[src/source/fetch_pkg.sv]
package fetch_pkg;

   // Address and instruction width.
   localparam int XLEN = 32;

   // One cache line holds four instruction words.
   localparam int LINE_BITS = 128;
   localparam int ICACHE_LINES = 16;

   localparam int OFFSET_BITS = 4;
   localparam int INDEX_BITS = 4;
   localparam int TAG_BITS = XLEN - INDEX_BITS - OFFSET_BITS;

   localparam logic [XLEN-1:0] RESET_PC = '0;

   // Line fill, same shape as what main memory returns.
   typedef struct packed {
      logic [XLEN-1:0]      addr;
      logic [LINE_BITS-1:0] data;
   } fetch_line_t;

   // Instruction handed to the pre-decoder.
   typedef struct packed {
      logic [XLEN-1:0] pc;
      logic [XLEN-1:0] instr;
   } fetch_instr_t;

   // Cache controller FSM states.
   typedef enum logic [1:0] {
      IDLE        = 2'd0,
      LOOKUP      = 2'd1,
      MEM_READ    = 2'd2,
      CACHE_WRITE = 2'd3
   } ctrl_state_t;

endpackage

[src/source/fetch_pc_stage.sv]
`timescale 1ns/1ps

module fetch_pc_stage (
   input  logic                       clk_i,
   input  logic                       rst_i,
   input  logic                       stall_i,
   input  logic                       redirect_i,
   input  logic [fetch_pkg::XLEN-1:0] redirect_pc_i,
   input  logic                       advance_i,
   output logic [fetch_pkg::XLEN-1:0] pc_o
);

   logic [fetch_pkg::XLEN-1:0] pc_q;

   // A redirect wins over everything else, a stall included.
   // Otherwise the pc steps one word for every delivered instruction.
   always_ff @(posedge clk_i) begin
      if (!rst_i) begin
         pc_q <= fetch_pkg::RESET_PC;
      end else if (redirect_i) begin
         pc_q <= redirect_pc_i;
      end else if (advance_i && !stall_i) begin
         pc_q <= pc_q + fetch_pkg::XLEN'(4);
      end
   end

   assign pc_o = pc_q;

   // Redirect targets come from outside, so alignment is checked here.
   pc_word_aligned_a : assert property (
      @(posedge clk_i) disable iff (!rst_i)
      pc_o[1:0] == 2'b00
   );

endmodule

[src/source/icache_array.sv]
`timescale 1ns/1ps

module icache_array (
   input  logic                       clk_i,
   input  logic                       rst_i,
   input  logic [fetch_pkg::XLEN-1:0] pc_i,
   input  logic                       line_we_i,
   input  fetch_pkg::fetch_line_t     line_i,
   output logic                       hit_o,
   output logic [fetch_pkg::XLEN-1:0] word_o
);

   logic [fetch_pkg::TAG_BITS-1:0]   tag_mem  [fetch_pkg::ICACHE_LINES];
   logic [fetch_pkg::LINE_BITS-1:0]  data_mem [fetch_pkg::ICACHE_LINES];
   logic [fetch_pkg::ICACHE_LINES-1:0] valid_q;

   logic [fetch_pkg::INDEX_BITS-1:0] rd_index;
   logic [fetch_pkg::TAG_BITS-1:0]   rd_tag;
   logic [fetch_pkg::LINE_BITS-1:0]  rd_line;
   logic [1:0]                       rd_word;

   logic [fetch_pkg::INDEX_BITS-1:0] wr_index;
   logic [fetch_pkg::TAG_BITS-1:0]   wr_tag;

   // Address split: tag, index, then byte offset within the line.
   assign rd_index = pc_i[fetch_pkg::OFFSET_BITS +: fetch_pkg::INDEX_BITS];
   assign rd_tag   = pc_i[fetch_pkg::XLEN-1 -: fetch_pkg::TAG_BITS];
   assign rd_word  = pc_i[fetch_pkg::OFFSET_BITS-1:2];

   assign wr_index = line_i.addr[fetch_pkg::OFFSET_BITS +: fetch_pkg::INDEX_BITS];
   assign wr_tag   = line_i.addr[fetch_pkg::XLEN-1 -: fetch_pkg::TAG_BITS];

   // Lookup is purely combinational so the controller sees the hit in LOOKUP.
   assign rd_line = data_mem[rd_index];
   assign hit_o   = valid_q[rd_index] && (tag_mem[rd_index] == rd_tag);
   assign word_o  = rd_line[rd_word * fetch_pkg::XLEN +: fetch_pkg::XLEN];

   always_ff @(posedge clk_i) begin
      if (!rst_i) begin
         valid_q <= '0;
      end else if (line_we_i) begin
         valid_q[wr_index] <= 1'b1;
      end
   end

   always_ff @(posedge clk_i) begin
      if (line_we_i) begin
         tag_mem[wr_index]  <= wr_tag;
         data_mem[wr_index] <= line_i.data;
      end
   end

   // The controller must hand over line-aligned fill addresses.
   line_addr_aligned_a : assert property (
      @(posedge clk_i) disable iff (!rst_i)
      line_we_i |-> (line_i.addr[fetch_pkg::OFFSET_BITS-1:0] == '0)
   );

endmodule

[src/source/icache_controller.sv]
`timescale 1ns/1ps

module icache_controller (
   input  logic                            clk_i,
   input  logic                            rst_i,
   input  logic                            stall_i,
   input  logic [fetch_pkg::XLEN-1:0]      pc_i,
   input  logic                            hit_i,
   input  logic [fetch_pkg::XLEN-1:0]      word_i,
   input  logic                            mem_avail_i,
   input  logic                            mem_ready_i,
   input  logic [fetch_pkg::LINE_BITS-1:0] mem_line_i,
   output logic                            mem_req_o,
   output logic [fetch_pkg::XLEN-1:0]      mem_addr_o,
   output logic                            line_we_o,
   output fetch_pkg::fetch_line_t          line_o,
   output fetch_pkg::fetch_instr_t         instr_o,
   output logic                            instr_valid_o
);

   fetch_pkg::ctrl_state_t state_q;
   fetch_pkg::ctrl_state_t state_d;

   logic [fetch_pkg::XLEN-1:0]      miss_pc_q;
   logic [fetch_pkg::LINE_BITS-1:0] line_q;

   logic                            start_miss;
   logic [fetch_pkg::XLEN-1:0]      pc_line_addr;
   logic [fetch_pkg::XLEN-1:0]      miss_line_addr;
   logic [fetch_pkg::XLEN-1:0]      miss_word;

   assign pc_line_addr   = {pc_i[fetch_pkg::XLEN-1:fetch_pkg::OFFSET_BITS],
                            {fetch_pkg::OFFSET_BITS{1'b0}}};
   assign miss_line_addr = {miss_pc_q[fetch_pkg::XLEN-1:fetch_pkg::OFFSET_BITS],
                            {fetch_pkg::OFFSET_BITS{1'b0}}};

   // A miss only goes out while memory says it can take a request.
   assign start_miss = (state_q == fetch_pkg::LOOKUP) && !stall_i && !hit_i && mem_avail_i;

   // Word of the refilled line that the missed pc points at.
   assign miss_word = line_q[miss_pc_q[fetch_pkg::OFFSET_BITS-1:2] * fetch_pkg::XLEN
                             +: fetch_pkg::XLEN];

   always_comb begin
      state_d       = state_q;
      instr_o       = '0;
      instr_valid_o = 1'b0;

      case (state_q)
         fetch_pkg::IDLE: begin
            if (!stall_i) begin
               state_d = fetch_pkg::LOOKUP;
            end
         end

         fetch_pkg::LOOKUP: begin
            if (!stall_i) begin
               if (hit_i) begin
                  instr_o.pc    = pc_i;
                  instr_o.instr = word_i;
                  instr_valid_o = 1'b1;
                  state_d       = fetch_pkg::IDLE;
               end else if (mem_avail_i) begin
                  state_d = fetch_pkg::MEM_READ;
               end
            end
         end

         // The refill runs to completion regardless of stall.
         fetch_pkg::MEM_READ: begin
            if (mem_ready_i) begin
               state_d = fetch_pkg::CACHE_WRITE;
            end
         end

         fetch_pkg::CACHE_WRITE: begin
            if (!stall_i) begin
               // A redirect during the refill moved the pc, so the word is stale.
               if (pc_i == miss_pc_q) begin
                  instr_o.pc    = miss_pc_q;
                  instr_o.instr = miss_word;
                  instr_valid_o = 1'b1;
               end
               state_d = fetch_pkg::IDLE;
            end
         end

         default: begin
            state_d = fetch_pkg::IDLE;
         end
      endcase
   end

   always_ff @(posedge clk_i) begin
      if (!rst_i) begin
         state_q <= fetch_pkg::IDLE;
      end else begin
         state_q <= state_d;
      end
   end

   always_ff @(posedge clk_i) begin
      if (start_miss) begin
         miss_pc_q <= pc_i;
      end
      if (line_we_o) begin
         line_q <= mem_line_i;
      end
   end

   assign mem_req_o  = start_miss || ((state_q == fetch_pkg::MEM_READ) && !mem_ready_i);
   assign mem_addr_o = (state_q == fetch_pkg::MEM_READ) ? miss_line_addr : pc_line_addr;

   assign line_we_o   = (state_q == fetch_pkg::MEM_READ) && mem_ready_i;
   assign line_o.addr = miss_line_addr;
   assign line_o.data = mem_line_i;

   no_req_in_idle_a : assert property (
      @(posedge clk_i) disable iff (!rst_i)
      (state_q == fetch_pkg::IDLE) |-> !mem_req_o
   );

   // Delivery and line fill belong to different states.
   no_deliver_on_fill_a : assert property (
      @(posedge clk_i) disable iff (!rst_i)
      !(instr_valid_o && line_we_o)
   );

endmodule

[src/source/fetch_unit.sv]
`timescale 1ns/1ps

module fetch_unit (
   input  logic                            clk_i,
   input  logic                            rst_i,
   input  logic                            stall_i,
   input  logic                            redirect_i,
   input  logic [fetch_pkg::XLEN-1:0]      redirect_pc_i,
   input  logic                            mem_avail_i,
   input  logic                            mem_ready_i,
   input  logic [fetch_pkg::LINE_BITS-1:0] mem_line_i,
   output logic                            mem_req_o,
   output logic [fetch_pkg::XLEN-1:0]      mem_addr_o,
   output fetch_pkg::fetch_instr_t         instr_o,
   output logic                            instr_valid_o
);

   logic [fetch_pkg::XLEN-1:0] pc;
   logic                       hit;
   logic [fetch_pkg::XLEN-1:0] word;
   logic                       line_we;
   fetch_pkg::fetch_line_t     line;

   // Each delivered instruction also steps the pc.
   fetch_pc_stage u_pc_stage (
      .clk_i         (clk_i),
      .rst_i         (rst_i),
      .stall_i       (stall_i),
      .redirect_i    (redirect_i),
      .redirect_pc_i (redirect_pc_i),
      .advance_i     (instr_valid_o),
      .pc_o          (pc)
   );

   icache_controller u_controller (
      .clk_i         (clk_i),
      .rst_i         (rst_i),
      .stall_i       (stall_i),
      .pc_i          (pc),
      .hit_i         (hit),
      .word_i        (word),
      .mem_avail_i   (mem_avail_i),
      .mem_ready_i   (mem_ready_i),
      .mem_line_i    (mem_line_i),
      .mem_req_o     (mem_req_o),
      .mem_addr_o    (mem_addr_o),
      .line_we_o     (line_we),
      .line_o        (line),
      .instr_o       (instr_o),
      .instr_valid_o (instr_valid_o)
   );

   icache_array u_array (
      .clk_i     (clk_i),
      .rst_i     (rst_i),
      .pc_i      (pc),
      .line_we_i (line_we),
      .line_i    (line),
      .hit_o     (hit),
      .word_o    (word)
   );

endmodule

[config.mk]
export PLATFORM = sky130hd
export DESIGN_NAME = fetch_unit
export DESIGN_NICKNAME = d
export VERILOG_FILES = /design/src/source/fetch_pkg.sv /design/src/source/fetch_pc_stage.sv /design/src/source/icache_array.sv /design/src/source/icache_controller.sv /design/src/source/fetch_unit.sv
export SDC_FILE = /design/constraint.sdc
export NUM_CORES = 2
export LEC_CHECK = 0
export BUFFER_PORTS_ARGS = -buffer_cell sky130_fd_sc_hd__buf_4
export CORE_MARGIN = 3
export CORE_UTILIZATION = 56
export DETAILED_ROUTE_END_ITERATION = 7
export PLACE_DENSITY = 0.83
export SLEW_MARGIN = 15
export SYNTH_ARGS = -nofsm -noshare
export SYNTH_HDL_FRONTEND = slang
export SYNTH_HIERARCHICAL = 1
export SYNTH_SLANG_ARGS = --single-unit
[constraint.sdc]
create_clock -name clk_i -period 19.5 [get_ports clk_i]
set_clock_uncertainty 0.15 [all_clocks]
set_input_delay 2.925 -clock clk_i [delete_from_list [all_inputs] [get_ports clk_i]]
set_output_delay 2.925 -clock clk_i [all_outputs]
set_load 0.05 [all_outputs]
Word-level counts from Yosys, hierarchy flattened
Memory sizes are Yosys's and may differ from the RTL's. A register that Yosys moved wholly into a read port is not among the register bits.
Cells that the tools add are included.
Operators by class
  add/sub/neg operators: 1
  $lt $le $gt $ge: 3
  reduce and logical (&&, ||, !) cells: 15
  mux-type cells: 30
  equality and inequality tests: 10
  shift-type cells: 2
  bitwise operators: 1
Operators by type and width (count)
  two-way mux 64 bit: 4
  indexed part select 128 x 8 -> 32 bit: 2
  case mux 64 bit (2 select lines): 1
  two-way mux 32 bit: 3
  adder 32 x 3 -> 32 bit (second input constant): 1
  equality test 32 bit: 1
  equality test 24 bit: 1
  two-way mux 4 bit: 4
  OR 16 bit: 1
  two-way mux 2 bit: 6
  < comparator 4 x 5 -> 1 bit (second input constant): 2
  logical AND 1 bit: 8
  two-way mux 1 bit: 8
  inequality test 2 bit (second input constant): 4
  case mux 2 bit (4 select lines): 1
  AND reduction 5 bit: 1
  binary-select mux 1 bit (select 4 bit): 1
  demux 1 bit (select 4 bit): 1
  equality test 2 bit (second input constant): 2
  greater-or-equal comparator 4 x 1 -> 1 bit (second input constant): 1
  logical NOT 1 bit: 3
  inequality test 3 x 2 -> 1 bit (second input constant): 1
  equality test 2 x 1 -> 1 bit (second input constant): 1
  logical NOT 2 bit: 1
  other kinds (3): 3
Word-level totals
  logic and storage cells: 69
  memories kept: 2
  output and inout bits: 98
  input port bits: 166
  register bits: 210
  bits in writable memories: 2432
Memory list
  u_array.data_mem: words 16, width 128, read ports 1, clocked after memory_dff 1, wr ports 1, line icache_array.sv:14  | logic [fetch_pkg::LINE_BITS-1:0] data_mem [fetch_pkg::ICACHE_LINES];
  u_array.tag_mem: words 16, width 24, read ports 1, clocked after memory_dff 1, wr ports 1, line icache_array.sv:13  | logic [fetch_pkg::TAG_BITS-1:0] tag_mem [fetch_pkg::ICACHE_LINES];

Longest topological paths before layout
  depth in word-level cells: 11
  gate-level depth with buffers: 21
  mapped depth without buffers: 13

Hierarchy
Netlist, hierarchy kept.
Modules (own cells, without submodules)
  icache_array: sequential area each 73350.3 um2, cells an instance 3632, area an instance 93025.5 um2, times used 1
  icache_controller: sequential area each 4844.6 um2, cells an instance 537, area an instance 8269.2 um2, times used 1
  fetch_pc_stage: sequential area each 640.6 um2, cells an instance 226, area an instance 1871.8 um2, times used 1

Worst setup path after synthesis
No wires, ideal clock.
  path type: input -> register
  from: input mem_ready_i
  to: memory u_array/data_mem[3][0] (netlist name), enable pin
  buffers on the path: 0
  cell stages on the path: 4
  required time: 18498 ps
  arrival: 19781 ps
  path slack: -1283 ps
  setup time: 852 ps
  cell sequence: inv_1 -> nor2_1 -> nand3_1 -> nor3_1
On the way
  word-level cells in the longest chain between the ends: 3
RTL lines
  from (decl): line fetch_unit.sv:10  | input logic mem_ready_i,
  logical AND 1 bit: line icache_controller.sv:114  | assign line_we_o = (state_q == fetch_pkg::MEM_READ) && mem_ready_i;
  via line_we: line fetch_unit.sv:21  | logic line_we;
  two-way mux 1 bit: line icache_array.sv:47  | if (line_we_i) begin
  two-way mux 1 bit (not written as such): line icache_array.sv:49  | data_mem[wr_index] <= line_i.data;
  to (decl): line icache_array.sv:14
The timed path passes the listed nets, and every way through them passes these cells.

==> impl_metrics.csv <==
group,metric,value,unit
route,remaining_drcs,0,
sta,timing.final.ws_setup,8.009,ns
finish,drive_above_1_share,0.3237,
floorplanning,floorplan.core_area,0.1819,sq mm
route,avgRoutedWirePerCell,39.69,um
pwr,power_frac_seq,0.539,
global_routing,via_count_of_the_first_global_routing_pass,52536,
finish,nFillCells,11230,
sta,rsz0062_at_grt,"no",
floorplanning,design.die.area,0.1894,sq mm
worst_setup_path,worst_path_maximum_fanout,116,
global_routing,grt_use_total,0.3051,
global_routing,grt_remaining_overflow,0,
worst_setup_path,worst-endpoint-required,16.43,ns
placed_design,dp_hpwl,143300,um
floorplanning,die-height,435.2,um
clock_tree,clock_insertion_delay_at_the_later_pin_of_the_skew_report,0.89,ns
synthesis,synthesis.area_per_instance,23.49,sq um
clock_tree,clkSlewWorstSetupHoldPaths,0.07,ns
clock_tree,htree_num_levels,4,
sta,slew_headroom,0.1715,
route,ant_nets,0,
floorplanning,boundaryPins,264,
clock_tree,cts-hold-fix-buffers,0,
worst_setup_path,critical_path.startpoint_type,"flip-flop",
clock_tree,cts_root_buffer,"sky130_fd_sc_hd__clkbuf_16",
worst_setup_path,critical_path.endpoint_type,"output pin",
worst_setup_path,worst_r2r_start,"u_pc_stage/pc_o[4]",
global_routing,maximum_number_of_pins_on_one_net_before_global_route_repair,125,
pwr,peakVddDrop,0.1130,mV
min_path,min_path_cells,1,
worst_setup_path,ff2ff_path_depth,17,
min_path,holdCritPathClass,"reg2reg",
flow_run,cap_viol_max_count,0,
global_routing,antenna_found_initial,41,
worst_setup_path,critPathKind,"reg2out",
clock_tree,ctsLongestPathBuffers,3,
synthesis,count_of_yosys_warnings_during_synthesis,6,
global_routing,grt_pass1_wl,406000,um
clock_tree,cts-buffers-inserted,237,
sta,hold_viol_final,0,
sta,whs,0.3234,ns
clock_tree,clock_tree_from_tritoncts,"built",
route,totalWireLength,289200,um
min_path,worst_hold_startpoint,"u_array/valid_q[2]",
floorplanning,std_cell_rows,156,
pwr,power-per-cell-area,101.7,mW/mm^2
pwr,logic_pwr_share,0.055,
finish,area_growth_syn_to_layout,11.14,%
pwr,netSwitchingPower,0.002569,W
pwr,power_leakage,35.32,nW
worst_setup_path,reg2reg_setup_slack,10.95,ns
route,detailroute.via_count,51228,
floorplanning,dieWidth,435.2,um
finish,register_area,0.07886,sq mm
synthesis,post_syn_instances,4391,
floorplanning,floorplan.initialDensity,0.5670,
sta,final_min_period_over_clock_period,0.5893,
sta,timing_max_transition_violations_final,0,
route,first_iter_violations,8217,
placed_design,place_worst_setup_slack,9.004,ns
route,firstDrtPassIters,7,
sta,fmax,0.08702,GHz
worst_setup_path,cp_data_arrival_time,8.42,ns
finish,final-instance-count-excl-fill,7286,
placed_design,placedInstanceArea,0.1068,sq mm
route,drt-vias-per-instance,7.031,
finish,final_design_area_no_fill,0.1146,sq mm
pwr,netSwitchingFraction,0.2204,
placed_design,number_of_placed_instances_with_taps_included,6808,
min_path,worst_hold_path.endpoint,"u_array/valid_q[2]",
clock_tree,clock-sinks,2642,
placed_design,place_congestion,0.8385,
finish,fin_util,0.6301,
sta,min_period,11.49,ns
clock_tree,cts_repair_resize_count,0,
worst_setup_path,crit-reg2reg-capture,"u_pc_stage/pc_o[22]",
placed_design,buffer_ports.inserted,259,
finish,layout.nets,4765,
synthesis,netlist_area,0.1031,sq mm
finish,multi_input_comb_area,0.02210,sq mm
status,result_of_the_run,"completed",
pwr,cell_internal_pwr,0.009085,W
clock_tree,cts_post_setup_buffers_inserted,0,
sta,timing_worst_slew_pin_value,1.243,ns
sta,setup_viol,0,
pwr,clock_power_share,0.406,
metal layers:
metal | global-route usage | vias up | share of wire
li1 | - | 19124 | -
met1 | 0.3794 | 26704 | 0.32
met2 | 0.4994 | 4545 | 0.51
met3 | 0.06188 | 853 | 0.11
met4 | 0.1869 | 2 | 0.068
met5 | 0 | - | 0.000028
per-stage QoR:
| stage | setup TNS [ns] | total power (W) |
|---|---|---|
| 6_report | 0 | 0.01165 |
| 5_1_grt | 0 | 0.01190 |
| 4_1_cts | 0 | 0.01168 |
| 3_5_place_dp | 0 | 0.007025 |
| 3_3_place_gp | 0 | 0.007003 |
| 2_1_floorplan | -455.49 | 0.006829 |
worst max-delay path, stage by stage, from the launching register on:
cell and delay [ns]:
sky130_fd_sc_hd__dfxtp_4 0.93, sky130_fd_sc_hd__buf_4 0.76, sky130_fd_sc_hd__buf_4 0.84, sky130_fd_sc_hd__buf_12 0.71, sky130_fd_sc_hd__mux4_2 0.62, sky130_fd_sc_hd__a22o_1 0.28
sky130_fd_sc_hd__a221oi_2 0.39, sky130_fd_sc_hd__xnor2_1 0.13, sky130_fd_sc_hd__nor4_1 0.35, sky130_fd_sc_hd__nand4_1 0.16, sky130_fd_sc_hd__nor4_2 0.43, sky130_fd_sc_hd__nor3b_2 0.30
sky130_fd_sc_hd__buf_4 0.57, sky130_fd_sc_hd__a22o_1 0.46, sky130_fd_sc_hd__buf_4 0.27
flip-flops by register name (all words and copies together), names as in the netlist, named ones only:
register and flops:
u_array/valid_q 16, u_array/tag_mem 384, u_array/data_mem 2048, u_pc_stage/pc_o 32
u_controller/line_q 128, u_controller/state_q 1, u_controller/miss_pc_q 32
worst max-delay path by stage:
stage                                  start                     end  slack, ns
after detailed placement  u_pc_stage/pc_o[4]             instr_o[17]       9.00
final                     u_pc_stage/pc_o[4]             instr_o[17]       8.01
after CTS                 u_pc_stage/pc_o[4]             instr_o[17]       7.95
after floorplan                  mem_ready_i  u_array/data_mem[1][0]      -1.07
after global routing      u_pc_stage/pc_o[4]             instr_o[17]       7.56
after global placement    u_pc_stage/pc_o[4]             instr_o[17]       9.18
layout make-up:
class | count | share of cell area
diodes | 39 | 0.0008514
clock buffers | 273 | 0.05328
clock inverters | 166 | 0.01399
inverters | 12 | 0.0004039
multi-input cells | 1351 | 0.1928
flip-flops and latches | 2642 | 0.6880
well taps | 2449 | 0.02673
repair buffers | 354 | 0.02395
cell usage in the layout, fill, tap and decap left out, types with 8 or more instances in the layout:
cell type and count:
sky130_fd_sc_hd__edfxtp_1 2592, sky130_fd_sc_hd__mux4_2 792, sky130_fd_sc_hd__buf_4 347, sky130_fd_sc_hd__clkbuf_16 238, sky130_fd_sc_hd__a22o_1 69, sky130_fd_sc_hd__clkinv_1 57, sky130_fd_sc_hd__clkinv_2 54, sky130_fd_sc_hd__nand2_1 48
sky130_fd_sc_hd__dfxtp_1 44, sky130_fd_sc_hd__xor2_1 43, sky130_fd_sc_hd__diode_2 39, sky130_fd_sc_hd__clkbuf_1 33, sky130_fd_sc_hd__mux2i_1 30, sky130_fd_sc_hd__xnor2_1 27, sky130_fd_sc_hd__o21ai_0 26, sky130_fd_sc_hd__bufinv_16 24
sky130_fd_sc_hd__mux2_2 19, sky130_fd_sc_hd__nor2_1 19, sky130_fd_sc_hd__nand2b_1 18, sky130_fd_sc_hd__o21a_1 18, sky130_fd_sc_hd__a31oi_1 17, sky130_fd_sc_hd__nor2b_1 14, sky130_fd_sc_hd__nand4_1 14, sky130_fd_sc_hd__nor4_1 14
sky130_fd_sc_hd__mux2_1 14, sky130_fd_sc_hd__nor2_4 13, sky130_fd_sc_hd__or4_1 12, sky130_fd_sc_hd__clkinvlp_4 11, sky130_fd_sc_hd__nand3_1 10, sky130_fd_sc_hd__inv_1 10, sky130_fd_sc_hd__o211a_1 9, sky130_fd_sc_hd__a21oi_1 8
sky130_fd_sc_hd__nor3_1 8
power by group through the flow:
stage                     registers [W]  clock network (W)  logic [W]
after floorplan                 0.00637                  0   0.000455
after global placement          0.00640                  0   0.000601
after detailed placement        0.00640                  0   0.000620
after CTS                       0.00628            0.00476   0.000640
after global routing            0.00628            0.00495   0.000668
final                           0.00628            0.00473   0.000642
(Power assumes the default switching activity.)
